## src/verilog/issue_pkg.sv

```systemverilog
// Issue subsystem definitions
// Register, tag and word widths, the lane select, the lane depths and
// the bit layout of a raw instruction word
`default_nettype none

package issue_pkg;

  // Each register file holds this many registers, one scalar and one vector file
  localparam int NUM_REGISTERS = 64;
  localparam int REG_IDX_W = 6;
  localparam int ID_W = 8;
  localparam int WORD_W = 36;

  typedef logic [REG_IDX_W-1:0] register_idx_t;

  // Scoreboard index, the top bit selects the vector file
  typedef logic [REG_IDX_W:0] ext_register_idx_t;

  // Program tag that follows an instruction all the way to writeback
  typedef logic [ID_W-1:0] instr_id_t;

  typedef logic [WORD_W-1:0] instr_word_t;

  // Execution lane of an instruction
  typedef enum logic {
    PIPE_INT = 1'b0,
    PIPE_MEM = 1'b1
  } pipeline_sel_t;

  // Issue to retire depth of each lane
  localparam int INT_LATENCY = 3;
  localparam int MEM_LATENCY = 4;

  // The longest lane decides how far back a rollback has to reach
  localparam int ROLLBACK_STAGES = MEM_LATENCY;

  // Instruction word layout, bits 35 and 34 are spare
  localparam int ID_LSB = 0;
  localparam int HAS_DEST_BIT = 8;
  localparam int DEST_VECTOR_BIT = 9;
  localparam int PIPE_MEM_BIT = 10;
  localparam int BRANCH_TAKEN_BIT = 11;
  localparam int DEST_LSB = 12;

  // First source operand
  localparam int HAS_SRC1_BIT = 18;
  localparam int SRC1_VECTOR_BIT = 19;
  localparam int SRC1_LSB = 20;

  // Second source operand
  localparam int HAS_SRC2_BIT = 26;
  localparam int SRC2_VECTOR_BIT = 27;
  localparam int SRC2_LSB = 28;

endpackage

`default_nettype wire

```

## src/verilog/issue_if.sv

```systemverilog
// Issue subsystem interfaces
// decode_if carries the decoded head instruction to the scoreboard and
// retire_if carries writebacks and rollbacks out of the execution lanes
`default_nettype none

interface decode_if import issue_pkg::*; ();
  logic has_dest;
  logic dest_vector;
  register_idx_t dest_reg;
  logic has_src1;
  logic src1_vector;
  register_idx_t src1_reg;
  logic has_src2;
  logic src2_vector;
  register_idx_t src2_reg;
  logic will_issue;
  logic can_issue;

  // The issue stage decodes and decides, the scoreboard answers with can_issue
  modport issuer(output has_dest, dest_vector, dest_reg, has_src1, src1_vector, src1_reg,
                 has_src2, src2_vector, src2_reg, will_issue, input can_issue);
  modport scorer(input has_dest, dest_vector, dest_reg, has_src1, src1_vector, src1_reg,
                 has_src2, src2_vector, src2_reg, will_issue, output can_issue);
endinterface

interface retire_if import issue_pkg::*; #(
  parameter int QUEUE_DEPTH = 8,
  localparam int SLOT_W = $clog2(QUEUE_DEPTH)
) ();
  logic wb_valid;
  logic wb_vector;
  register_idx_t wb_reg;
  instr_id_t wb_id;
  logic rollback_en;
  pipeline_sel_t rollback_pipe;
  logic [SLOT_W-1:0] rollback_slot;

  modport producer(output wb_valid, wb_vector, wb_reg, wb_id, rollback_en, rollback_pipe,
                   rollback_slot);
  modport consumer(input wb_valid, wb_vector, wb_reg, wb_id, rollback_en, rollback_pipe,
                   rollback_slot);
endinterface

`default_nettype wire

```

## src/verilog/instruction_queue.sv

```systemverilog
// Replay instruction queue
// Circular buffer whose slots stay held after issue until the instruction
// can no longer be rolled back, so squashed work issues again from here
`default_nettype none

module instruction_queue import issue_pkg::*; #(
  parameter int QUEUE_DEPTH = 8,
  localparam int SLOT_W = $clog2(QUEUE_DEPTH)
) (
  input wire clk,
  input wire reset,
  input wire in_valid,
  input wire instr_word_t in_word,
  input wire will_issue,
  output logic in_ready,
  output logic head_valid,
  output instr_word_t head_word,
  output logic [SLOT_W-1:0] head_slot,
  retire_if.consumer retire
);
  // Pointers carry one extra wrap bit to tell a full buffer from an empty one
  typedef logic [SLOT_W:0] ptr_t;
  localparam int LAST = ROLLBACK_STAGES - 1;

  instr_word_t slots [QUEUE_DEPTH];
  ptr_t wr_ptr;
  ptr_t iss_ptr;
  ptr_t rel_ptr;
  ptr_t rel_ptr_nxt;
  logic [ROLLBACK_STAGES-1:0] win_valid;
  logic [ROLLBACK_STAGES-1:0] win_keep;
  logic [SLOT_W-1:0] rewind_slot;
  logic full;
  logic accept;

  // Held slots run from the release pointer up to the write pointer
  assign full = (wr_ptr[SLOT_W] != rel_ptr[SLOT_W])
      && (wr_ptr[SLOT_W-1:0] == rel_ptr[SLOT_W-1:0]);
  assign in_ready = !full;
  assign accept = in_valid && in_ready;

  // Words between the issue and write pointers still wait for issue
  assign head_valid = iss_ptr != wr_ptr;
  assign head_slot = iss_ptr[SLOT_W-1:0];
  assign head_word = slots[head_slot];

  assign rewind_slot = retire.rollback_slot + 1'b1;

  // The window records one bit per cycle for the last ROLLBACK_STAGES issues
  // A rollback drops every entry younger than the branch
  // An integer branch still sits in the oldest entry and retires normally
  always_comb
  begin
    win_keep = win_valid;
    if (retire.rollback_en)
    begin
      win_keep[LAST-1:0] = '0;
      if (retire.rollback_pipe == PIPE_MEM)
        win_keep[LAST] = 1'b0;
    end
  end

  // Issues leave the window in slot order, so releasing is a pointer step
  assign rel_ptr_nxt = rel_ptr + win_keep[LAST];

  always_ff @(posedge clk or posedge reset)
  begin
    if (reset)
    begin
      wr_ptr <= '0;
      iss_ptr <= '0;
      rel_ptr <= '0;
      win_valid <= '0;
    end
    else
    begin
      if (accept)
        wr_ptr <= wr_ptr + 1'b1;
      rel_ptr <= rel_ptr_nxt;
      win_valid <= {win_keep[LAST-1:0], will_issue};
      // After a rollback the slot after the branch is also the oldest held one
      if (retire.rollback_en)
        iss_ptr <= {rel_ptr_nxt[SLOT_W], rewind_slot};
      else if (will_issue)
        iss_ptr <= iss_ptr + 1'b1;
    end
  end

  always_ff @(posedge clk)
  begin
    if (accept)
      slots[wr_ptr[SLOT_W-1:0]] <= in_word;
  end

endmodule

`default_nettype wire

```

## src/verilog/issue_stage.sv

```systemverilog
// In-order issue stage
// Decodes the queue head for the scoreboard and issues it once no
// register hazard, lane conflict or rollback is in the way
`default_nettype none

module issue_stage import issue_pkg::*; #(
  parameter int QUEUE_DEPTH = 8,
  localparam int SLOT_W = $clog2(QUEUE_DEPTH)
) (
  input wire clk,
  input wire reset,
  input wire head_valid,
  input wire instr_word_t head_word,
  input wire [SLOT_W-1:0] head_slot,
  decode_if.issuer dec,
  retire_if.consumer retire,
  output logic will_issue,
  output instr_word_t iss_word,
  output logic [SLOT_W-1:0] iss_slot
);
  pipeline_sel_t head_pipe;
  logic mem_last;
  logic lane_hazard;

  // Field split of the head word
  assign dec.has_dest = head_word[HAS_DEST_BIT];
  assign dec.dest_vector = head_word[DEST_VECTOR_BIT];
  assign dec.dest_reg = head_word[DEST_LSB +: REG_IDX_W];
  assign dec.has_src1 = head_word[HAS_SRC1_BIT];
  assign dec.src1_vector = head_word[SRC1_VECTOR_BIT];
  assign dec.src1_reg = head_word[SRC1_LSB +: REG_IDX_W];
  assign dec.has_src2 = head_word[HAS_SRC2_BIT];
  assign dec.src2_vector = head_word[SRC2_VECTOR_BIT];
  assign dec.src2_reg = head_word[SRC2_LSB +: REG_IDX_W];

  assign head_pipe = pipeline_sel_t'(head_word[PIPE_MEM_BIT]);

  // The memory lane is one stage deeper, so an integer op issued right
  // behind a memory op would reach writeback in the same cycle
  assign lane_hazard = mem_last && (head_pipe == PIPE_INT);

  // Nothing issues while a rollback rewinds the queue
  assign will_issue = head_valid && dec.can_issue && !retire.rollback_en && !lane_hazard;
  assign dec.will_issue = will_issue;

  // The pipeline captures the head on the edge that ends the issue cycle
  assign iss_word = head_word;
  assign iss_slot = head_slot;

  always_ff @(posedge clk or posedge reset)
  begin
    if (reset)
      mem_last <= 1'b0;
    else
      mem_last <= will_issue && (head_pipe == PIPE_MEM);
  end

endmodule

`default_nettype wire

```

## src/verilog/scoreboard.sv

```systemverilog
// Register scoreboard
// Tracks a busy bit for each of the 128 scalar and vector registers and
// blocks issue on read-after-write and write-after-write hazards
`default_nettype none

module scoreboard import issue_pkg::*; (
  input wire clk,
  input wire reset,
  decode_if.scorer dec,
  retire_if.consumer retire
);
  localparam int ENTRIES = 2 * NUM_REGISTERS;
  localparam int LAST = ROLLBACK_STAGES - 1;

  typedef logic [ENTRIES-1:0] bitmap_t;

  bitmap_t busy;
  bitmap_t busy_nxt;
  bitmap_t dest_mask;
  bitmap_t dep_mask;
  bitmap_t wb_mask;
  bitmap_t squash_mask;
  ext_register_idx_t dest_idx;

  // Destinations issued over the last ROLLBACK_STAGES cycles, newest at 0
  logic [ROLLBACK_STAGES-1:0] hist_valid;
  logic [ROLLBACK_STAGES-2:0] hist_shift;
  ext_register_idx_t hist_reg [ROLLBACK_STAGES];

  // One-hot mask for a single register, empty when en is low
  function automatic bitmap_t reg_bit(input logic en, input ext_register_idx_t idx);
    bitmap_t mask;
    mask = '0;
    mask[idx] = en;
    return mask;
  endfunction

  assign dest_idx = {dec.dest_vector, dec.dest_reg};
  assign dest_mask = reg_bit(dec.has_dest, dest_idx);

  // The destination joins the sources so that a second writer waits for the first
  assign dep_mask = dest_mask
      | reg_bit(dec.has_src1, {dec.src1_vector, dec.src1_reg})
      | reg_bit(dec.has_src2, {dec.src2_vector, dec.src2_reg});

  assign dec.can_issue = (busy & dep_mask) == '0;

  assign wb_mask = reg_bit(retire.wb_valid, {retire.wb_vector, retire.wb_reg});

  // In the rollback cycle the three newest entries are always younger
  // than the branch
  // The oldest entry is the integer branch itself, or a squashed
  // instruction when the branch came from the deeper memory lane
  always_comb
  begin
    squash_mask = '0;
    if (retire.rollback_en)
    begin
      for (int i = 0; i < LAST; i++)
        squash_mask = squash_mask | reg_bit(hist_valid[i], hist_reg[i]);
      if (retire.rollback_pipe == PIPE_MEM)
        squash_mask = squash_mask | reg_bit(hist_valid[LAST], hist_reg[LAST]);
    end
  end

  // Squashed entries leave the history so that they are never cleared twice
  assign hist_shift = retire.rollback_en ? '0 : hist_valid[LAST-1:0];

  // A bit freed by writeback or rollback is free again in the next cycle
  assign busy_nxt = (busy & ~(wb_mask | squash_mask))
      | (dest_mask & {ENTRIES{dec.will_issue}});

  always_ff @(posedge clk or posedge reset)
  begin
    if (reset)
    begin
      busy <= '0;
      hist_valid <= '0;
    end
    else
    begin
      busy <= busy_nxt;
      hist_valid <= {hist_shift, dec.will_issue && dec.has_dest};
    end
  end

  // Register numbers are only looked at where the matching valid bit is set
  always_ff @(posedge clk)
  begin
    hist_reg[0] <= dest_idx;
    for (int i = 1; i < ROLLBACK_STAGES; i++)
      hist_reg[i] <= hist_reg[i-1];
  end

endmodule

`default_nettype wire

```

## src/verilog/execution_pipeline.sv

```systemverilog
// Two-lane execution model
// Integer and memory ops flow through fixed-depth stage chains and
// retire from a registered writeback port
// A retiring taken branch raises rollback and squashes younger stages
`default_nettype none

module execution_pipeline import issue_pkg::*; #(
  parameter int QUEUE_DEPTH = 8,
  localparam int SLOT_W = $clog2(QUEUE_DEPTH)
) (
  input wire clk,
  input wire reset,
  input wire will_issue,
  input wire instr_word_t iss_word,
  input wire [SLOT_W-1:0] iss_slot,
  retire_if.producer retire
);
  // Wide enough for every instruction that can be in flight at once
  localparam int ORDER_W = 4;

  typedef logic [ORDER_W-1:0] order_t;
  typedef logic [SLOT_W-1:0] slot_t;

  logic [INT_LATENCY-1:0] int_valid;
  logic [INT_LATENCY-1:0] int_live;
  instr_word_t int_word [INT_LATENCY];
  slot_t int_slot [INT_LATENCY];
  order_t int_order [INT_LATENCY];

  logic [MEM_LATENCY-1:0] mem_valid;
  logic [MEM_LATENCY-1:0] mem_live;
  instr_word_t mem_word [MEM_LATENCY];
  slot_t mem_slot [MEM_LATENCY];
  order_t mem_order [MEM_LATENCY];

  order_t issue_order;
  order_t wb_order;
  pipeline_sel_t iss_pipe;

  logic ret_valid;
  instr_word_t ret_word;
  slot_t ret_slot;
  order_t ret_order;
  pipeline_sel_t ret_pipe;

  // Issue order compared modulo the tag width
  function automatic logic younger(input order_t tag, input order_t branch);
    order_t diff;
    diff = tag - branch;
    return (diff != '0) && !diff[ORDER_W-1];
  endfunction

  assign iss_pipe = pipeline_sel_t'(iss_word[PIPE_MEM_BIT]);

  // During a rollback cycle every stage younger than the branch is dropped
  always_comb
  begin
    for (int i = 0; i < INT_LATENCY; i++)
      int_live[i] = int_valid[i] && !(retire.rollback_en && younger(int_order[i], wb_order));
    for (int i = 0; i < MEM_LATENCY; i++)
      mem_live[i] = mem_valid[i] && !(retire.rollback_en && younger(mem_order[i], wb_order));
  end

  // The issue lane rule keeps both chain ends from being live together
  always_comb
  begin
    ret_valid = int_live[INT_LATENCY-1] || mem_live[MEM_LATENCY-1];
    if (int_live[INT_LATENCY-1])
    begin
      ret_word = int_word[INT_LATENCY-1];
      ret_slot = int_slot[INT_LATENCY-1];
      ret_order = int_order[INT_LATENCY-1];
      ret_pipe = PIPE_INT;
    end
    else
    begin
      ret_word = mem_word[MEM_LATENCY-1];
      ret_slot = mem_slot[MEM_LATENCY-1];
      ret_order = mem_order[MEM_LATENCY-1];
      ret_pipe = PIPE_MEM;
    end
  end

  always_ff @(posedge clk or posedge reset)
  begin
    if (reset)
    begin
      int_valid <= '0;
      mem_valid <= '0;
      issue_order <= '0;
      retire.wb_valid <= 1'b0;
      retire.rollback_en <= 1'b0;
    end
    else
    begin
      int_valid <= {int_live[INT_LATENCY-2:0], will_issue && (iss_pipe == PIPE_INT)};
      mem_valid <= {mem_live[MEM_LATENCY-2:0], will_issue && (iss_pipe == PIPE_MEM)};
      if (will_issue)
        issue_order <= issue_order + 1'b1;
      // Only instructions with a destination produce a writeback
      retire.wb_valid <= ret_valid && ret_word[HAS_DEST_BIT];
      retire.rollback_en <= ret_valid && ret_word[BRANCH_TAKEN_BIT];
    end
  end

  // Stage payload moves every cycle and is qualified by the valid chains
  always_ff @(posedge clk)
  begin
    int_word[0] <= iss_word;
    int_slot[0] <= iss_slot;
    int_order[0] <= issue_order;
    for (int i = 1; i < INT_LATENCY; i++)
    begin
      int_word[i] <= int_word[i-1];
      int_slot[i] <= int_slot[i-1];
      int_order[i] <= int_order[i-1];
    end
    mem_word[0] <= iss_word;
    mem_slot[0] <= iss_slot;
    mem_order[0] <= issue_order;
    for (int i = 1; i < MEM_LATENCY; i++)
    begin
      mem_word[i] <= mem_word[i-1];
      mem_slot[i] <= mem_slot[i-1];
      mem_order[i] <= mem_order[i-1];
    end
    retire.wb_vector <= ret_word[DEST_VECTOR_BIT];
    retire.wb_reg <= ret_word[DEST_LSB +: REG_IDX_W];
    retire.wb_id <= ret_word[ID_LSB +: ID_W];
    retire.rollback_pipe <= ret_pipe;
    retire.rollback_slot <= ret_slot;
    wb_order <= ret_order;
  end

endmodule

`default_nettype wire

```

## src/verilog/issue_unit.sv

```systemverilog
// Issue subsystem top
// Joins the replay queue, issue stage, scoreboard and execution lanes
// and presents writeback and rollback as plain ports
`default_nettype none

module issue_unit import issue_pkg::*; #(
  parameter int QUEUE_DEPTH = 8,
  localparam int SLOT_W = $clog2(QUEUE_DEPTH)
) (
  input wire clk,
  input wire reset,
  input wire instr_valid,
  input wire instr_word_t instr_word,
  output logic instr_ready,
  output logic wb_valid,
  output logic wb_vector,
  output register_idx_t wb_reg,
  output instr_id_t wb_id,
  output logic rollback
);
  logic head_valid;
  instr_word_t head_word;
  logic [SLOT_W-1:0] head_slot;
  logic will_issue;
  instr_word_t iss_word;
  logic [SLOT_W-1:0] iss_slot;

  decode_if dec_bus ();
  retire_if #(.QUEUE_DEPTH(QUEUE_DEPTH)) ret_bus ();

  instruction_queue #(.QUEUE_DEPTH(QUEUE_DEPTH)) queue_inst (
    .clk(clk),
    .reset(reset),
    .in_valid(instr_valid),
    .in_word(instr_word),
    .will_issue(will_issue),
    .in_ready(instr_ready),
    .head_valid(head_valid),
    .head_word(head_word),
    .head_slot(head_slot),
    .retire(ret_bus.consumer)
  );

  issue_stage #(.QUEUE_DEPTH(QUEUE_DEPTH)) issue_inst (
    .clk(clk),
    .reset(reset),
    .head_valid(head_valid),
    .head_word(head_word),
    .head_slot(head_slot),
    .dec(dec_bus.issuer),
    .retire(ret_bus.consumer),
    .will_issue(will_issue),
    .iss_word(iss_word),
    .iss_slot(iss_slot)
  );

  scoreboard scoreboard_inst (
    .clk(clk),
    .reset(reset),
    .dec(dec_bus.scorer),
    .retire(ret_bus.consumer)
  );

  execution_pipeline #(.QUEUE_DEPTH(QUEUE_DEPTH)) pipeline_inst (
    .clk(clk),
    .reset(reset),
    .will_issue(will_issue),
    .iss_word(iss_word),
    .iss_slot(iss_slot),
    .retire(ret_bus.producer)
  );

  // Retire port of the design
  assign wb_valid = ret_bus.wb_valid;
  assign wb_vector = ret_bus.wb_vector;
  assign wb_reg = ret_bus.wb_reg;
  assign wb_id = ret_bus.wb_id;
  assign rollback = ret_bus.rollback_en;

endmodule

`default_nettype wire

```

## config.mk

```make
export PLATFORM = sky130hd
export DESIGN_NAME = issue_unit
export DESIGN_NICKNAME = d
export VERILOG_FILES = /design/src/verilog/issue_pkg.sv /design/src/verilog/issue_if.sv /design/src/verilog/instruction_queue.sv /design/src/verilog/issue_stage.sv /design/src/verilog/scoreboard.sv /design/src/verilog/execution_pipeline.sv /design/src/verilog/issue_unit.sv
export SDC_FILE = /design/constraint.sdc
export NUM_CORES = 1
export LEC_CHECK = 0
export BUFFER_PORTS_ARGS = -buffer_cell sky130_fd_sc_hd__buf_2
export CORE_MARGIN = 10
export CORE_UTILIZATION = 40
export CTS_CLUSTER_DIAMETER = 120
export DETAILED_ROUTE_END_ITERATION = 8
export GPL_ROUTABILITY_DRIVEN = 0
export GPL_TIMING_DRIVEN = 0
export PLACE_DENSITY = 0.62
export SYNTH_ARGS = -nofsm -noshare
export SYNTH_HDL_FRONTEND = slang
export SYNTH_SLANG_ARGS = --single-unit
```

## constraint.sdc

```tcl
create_clock -name clk -period 5.1 [get_ports clk]
set_input_delay 0.255 -clock clk [delete_from_list [all_inputs] [get_ports clk]]
set_output_delay 0.255 -clock clk [all_outputs]
set_load 0.02 [all_outputs]
```

==> results_dict.tcl <==
set metrics [dict create \
    grt_first_pass_wirelength_um 152000 \
    nets 2688 \
    die_area_mm2 0.0797 \
    cp-end-kind "flop" \
    synth_top_flop_cell "edfxtp_1" \
    dieWidth_um 282 \
    rows 96 \
    cap_violations 0 \
    powerDensity_mw_per_mm2 707 \
    fin_cells 3560 \
    reg2reg_from "queue_inst.iss_ptr[0]" \
    num_vias 24500 \
    worstMarginPinSlew_ns 1.23 \
    synth_cells 2426 \
    port_buffers 54 \
    wire_per_inst_um 29.0 \
    fin_skew_ns 0.0309 \
    synth_seq_cells 552 \
    via_per_inst 6.87 \
    initial_core_util_pct 40.2 \
    tritoncts "yes" \
    cts-root-buf "clkbuf_16" \
    setup_viol 102 \
    fin_crit_ns 5.20 \
    clkTransAtPathRegs_ns 0.07 \
    ys_types 62 \
    syn_area_per_cell_um2 11.4 \
    cp.required_ns 5.64 \
    violations "design-rule violations, negative setup slack" \
    status "complete, but fails checks" \
    slew_violations 0 \
    dr.pass1.iters 9 \
    drc 133 \
    hold_violations 0 \
    area_delta_synth_final_pct 16.5 \
    hold_path.class "in2async" \
    dr_wl_met2_um 42800 \
    drive_gt1_share_pct 20.3 \
    route.met3.wl_um 14500 \
    htree_levels 2 \
    overflow 0 \
    wl_met1_um 38800 \
    clkSinkCount 552 \
    synth_nets 2487 \
    crit_start "queue_inst.iss_ptr[0]" \
    synthMuxAreaShare_pct 8.66 \
    synthXorXnorAreaFrac_pct 0.954 \
    utilization_pct 46.9 \
    hpwlAfterDp_um 73300 \
    drt_iter0_drc 4392 \
    worst_r2r_endpoint "scoreboard_inst.busy[97]" \
    nFillCells 6137 \
    seq_area_frac_synth_pct 52.9 \
    grt_start_max_net_pins 133 \
    synth-edff-count 272 \
    reg2reg_setup_slack_ns -0.10 \
    synthesis.area_mm2 0.0275 \
    crit_end "scoreboard_inst.busy[97]" \
    top_layer "met4" \
    p_leak_nw 10.6 \
    largest_reg_flops 272 \
    pre_cts_slack_ns -0.194 \
    grt_usage_pct 25.3 \
    synth_fa_ha_area_share_pct 1.11 \
    worstRegToRegCells 16 \
    clock_latency_ns 0.66 \
    numCtsBuffers 57 \
    final_cell_mix "o22ai_1 (351), edfxtp_1 (272), o21ai_0 (219), nor2_1 (175), dfrtp_1 (161)" \
    synth_compound_area_share_pct 22.1 \
    cts_buffer_depth 3 \
    core-area_mm2 0.0685 \
    startpoint_type "flop" \
    grt_antenna_before_repair 3 \
    worstPathArrival_ns 5.74 \
    die_h_um 282 \
    io_pins 57 \
    worstPathMaxFanout 10 \
    grt_pass1_vias 23100 \
    final_common_cell "o22ai_1" \
    fmax_mhz 192 \
    vdd_drop_max_mv 0.439 \
    async_flop_share_pct 29.2 \
    worst_slack_ns -0.103 \
    slew_headroom_pct 17.4 \
    synthSimpleGateAreaFrac_pct 10.5 \
    yosysWarningCount 0 \
    post-route-period-util_pct 102 \
    dp.cells 3376 \
    antenna_left 0 \
    synth_top_family_by_area "compound AO/OA/AOI/OAI gates" \
    crit_type "reg2reg" \
    wl_um 103000 \
]
## per-stage QoR
| stage | instance area [um2] | setup TNS [ns] | hold WS, ns | power, mW |
|---|---|---|---|---|
| 3_5_place_dp | 29200 | -12.33 | 0.231 | 17.4 |
| 2_1_floorplan | 27500 | 0 | 0.310 | 13.8 |
| 5_1_grt | 32100 | -1.26 | 0.146 | 23.4 |
| 3_3_place_gp | 28900 | -300.42 | 0.311 | 17.1 |
| 4_1_cts | 31600 | 0 | 0.113 | 21.8 |
| 6_report | 32100 | -3.05 | 0.114 | 22.7 |
## cell type report
type                       instances  area, um2  share of cell area (%)
timing repair buffer             144       1180                    3.69
sequential                       552      14600                    45.4
multi-input combinational       1658      12100                    37.8
clock buffer                      73       1560                    4.86
tap                              882       1100                    3.44
buffer                           182        976                    3.04
clock inverter                    35        428                    1.33
antenna                            2       5.00                  0.0156
inverter                          32        130                   0.406
## how the worst min path moves through the flow
stage                                            start                       endpoint  slack, ns  cells after the start
after floorplan           pipeline_inst.int_slot[0][2]   pipeline_inst.int_slot[0][5]       0.31                      0
after global placement    pipeline_inst.mem_word[0][8]   pipeline_inst.mem_word[1][8]       0.31                      0
after detailed placement                         reset  scoreboard_inst.hist_valid[2]       0.23                      2
after CTS                                        reset          queue_inst.rel_ptr[3]       0.11                      3
after global routing                             reset          queue_inst.iss_ptr[2]       0.15                      3
final                                            reset  scoreboard_inst.hist_valid[2]       0.11                      3
## cell usage after synthesis, types with 25 or more instances
master / instances / share of area [%]
buf_2: 32 / 0.58
clkbuf_1: 107 / 1.5
edfxtp_1: 272 / 30
o31ai_2: 80 / 3.6
o22ai_1: 351 / 8.0
o21ai_0: 236 / 4.3
nor2b_1: 33 / 0.75
dfrtp_1: 161 / 15
mux2_2: 44 / 1.8
nor3_1: 26 / 0.47
o31ai_1: 28 / 0.76
nand3_1: 49 / 0.89
nor2_1: 181 / 2.5
mux4_2: 68 / 5.6
o21ai_1: 26 / 0.47
o211ai_1: 112 / 3.1
dfxtp_1: 119 / 8.6
nand2_1: 95 / 1.3
nand4_1: 95 / 2.2
inv_1: 25 / 0.34
## layer usage
| metal | up-vias | track usage [%] |
|---|---|---|
| met4 | 0 | 13.1 |
| li1 | 10100 | - |
| met2 | 2066 | 36.8 |
| met3 | 600 | 9.20 |
| met1 | 11700 | 32.7 |
| met5 | - | 0 |
## timing repair
action,4_1_cts,5_1_grt
pin swaps,0,16
hold buffers,36,0
hold endpoints to repair,303,0
cloned,0,0
setup buffers,1,39
setup endpoints to repair,139,140
resized for setup,9,63
## power by group
group	leakage [nW]	switching, mW	internal [mW]
Combinational	4.05	7.50	3.51
Sequential	5.62	1.21	6.09
Clock	0.967	1.84	2.54
## critical path: stages (launching register included)
cell     delay, ns
dfrtp_1       0.41
buf_6         0.21
buf_6         0.21
mux4_2        0.55
mux2_2        0.34
nand4_1       0.41
buf_2         0.37
nor2_1        0.08
o21ai_1       0.33
nand4_1       0.29
nor4_4        0.43
nand4_1       0.20
or3_1         0.40
buf_2         0.20
buf_6         0.19
buf_4         0.21
o31ai_2       0.20
## kinds of logic (layout without fill, tap and decap cells)
logic type | Yosys count | count (layout)
AOI/OAI and AO/OA | 902 | 902
and+or+nand+nor | 563 | 563
DFF | 552 | 552
buffers and inverters | 216 | 466
muxes | 141 | 141
xor gates and xnor gates | 30 | 30
adders and majority gates | 22 | 22
other | 0 | 2
Note: power is estimated with default switching activity, not from simulation.
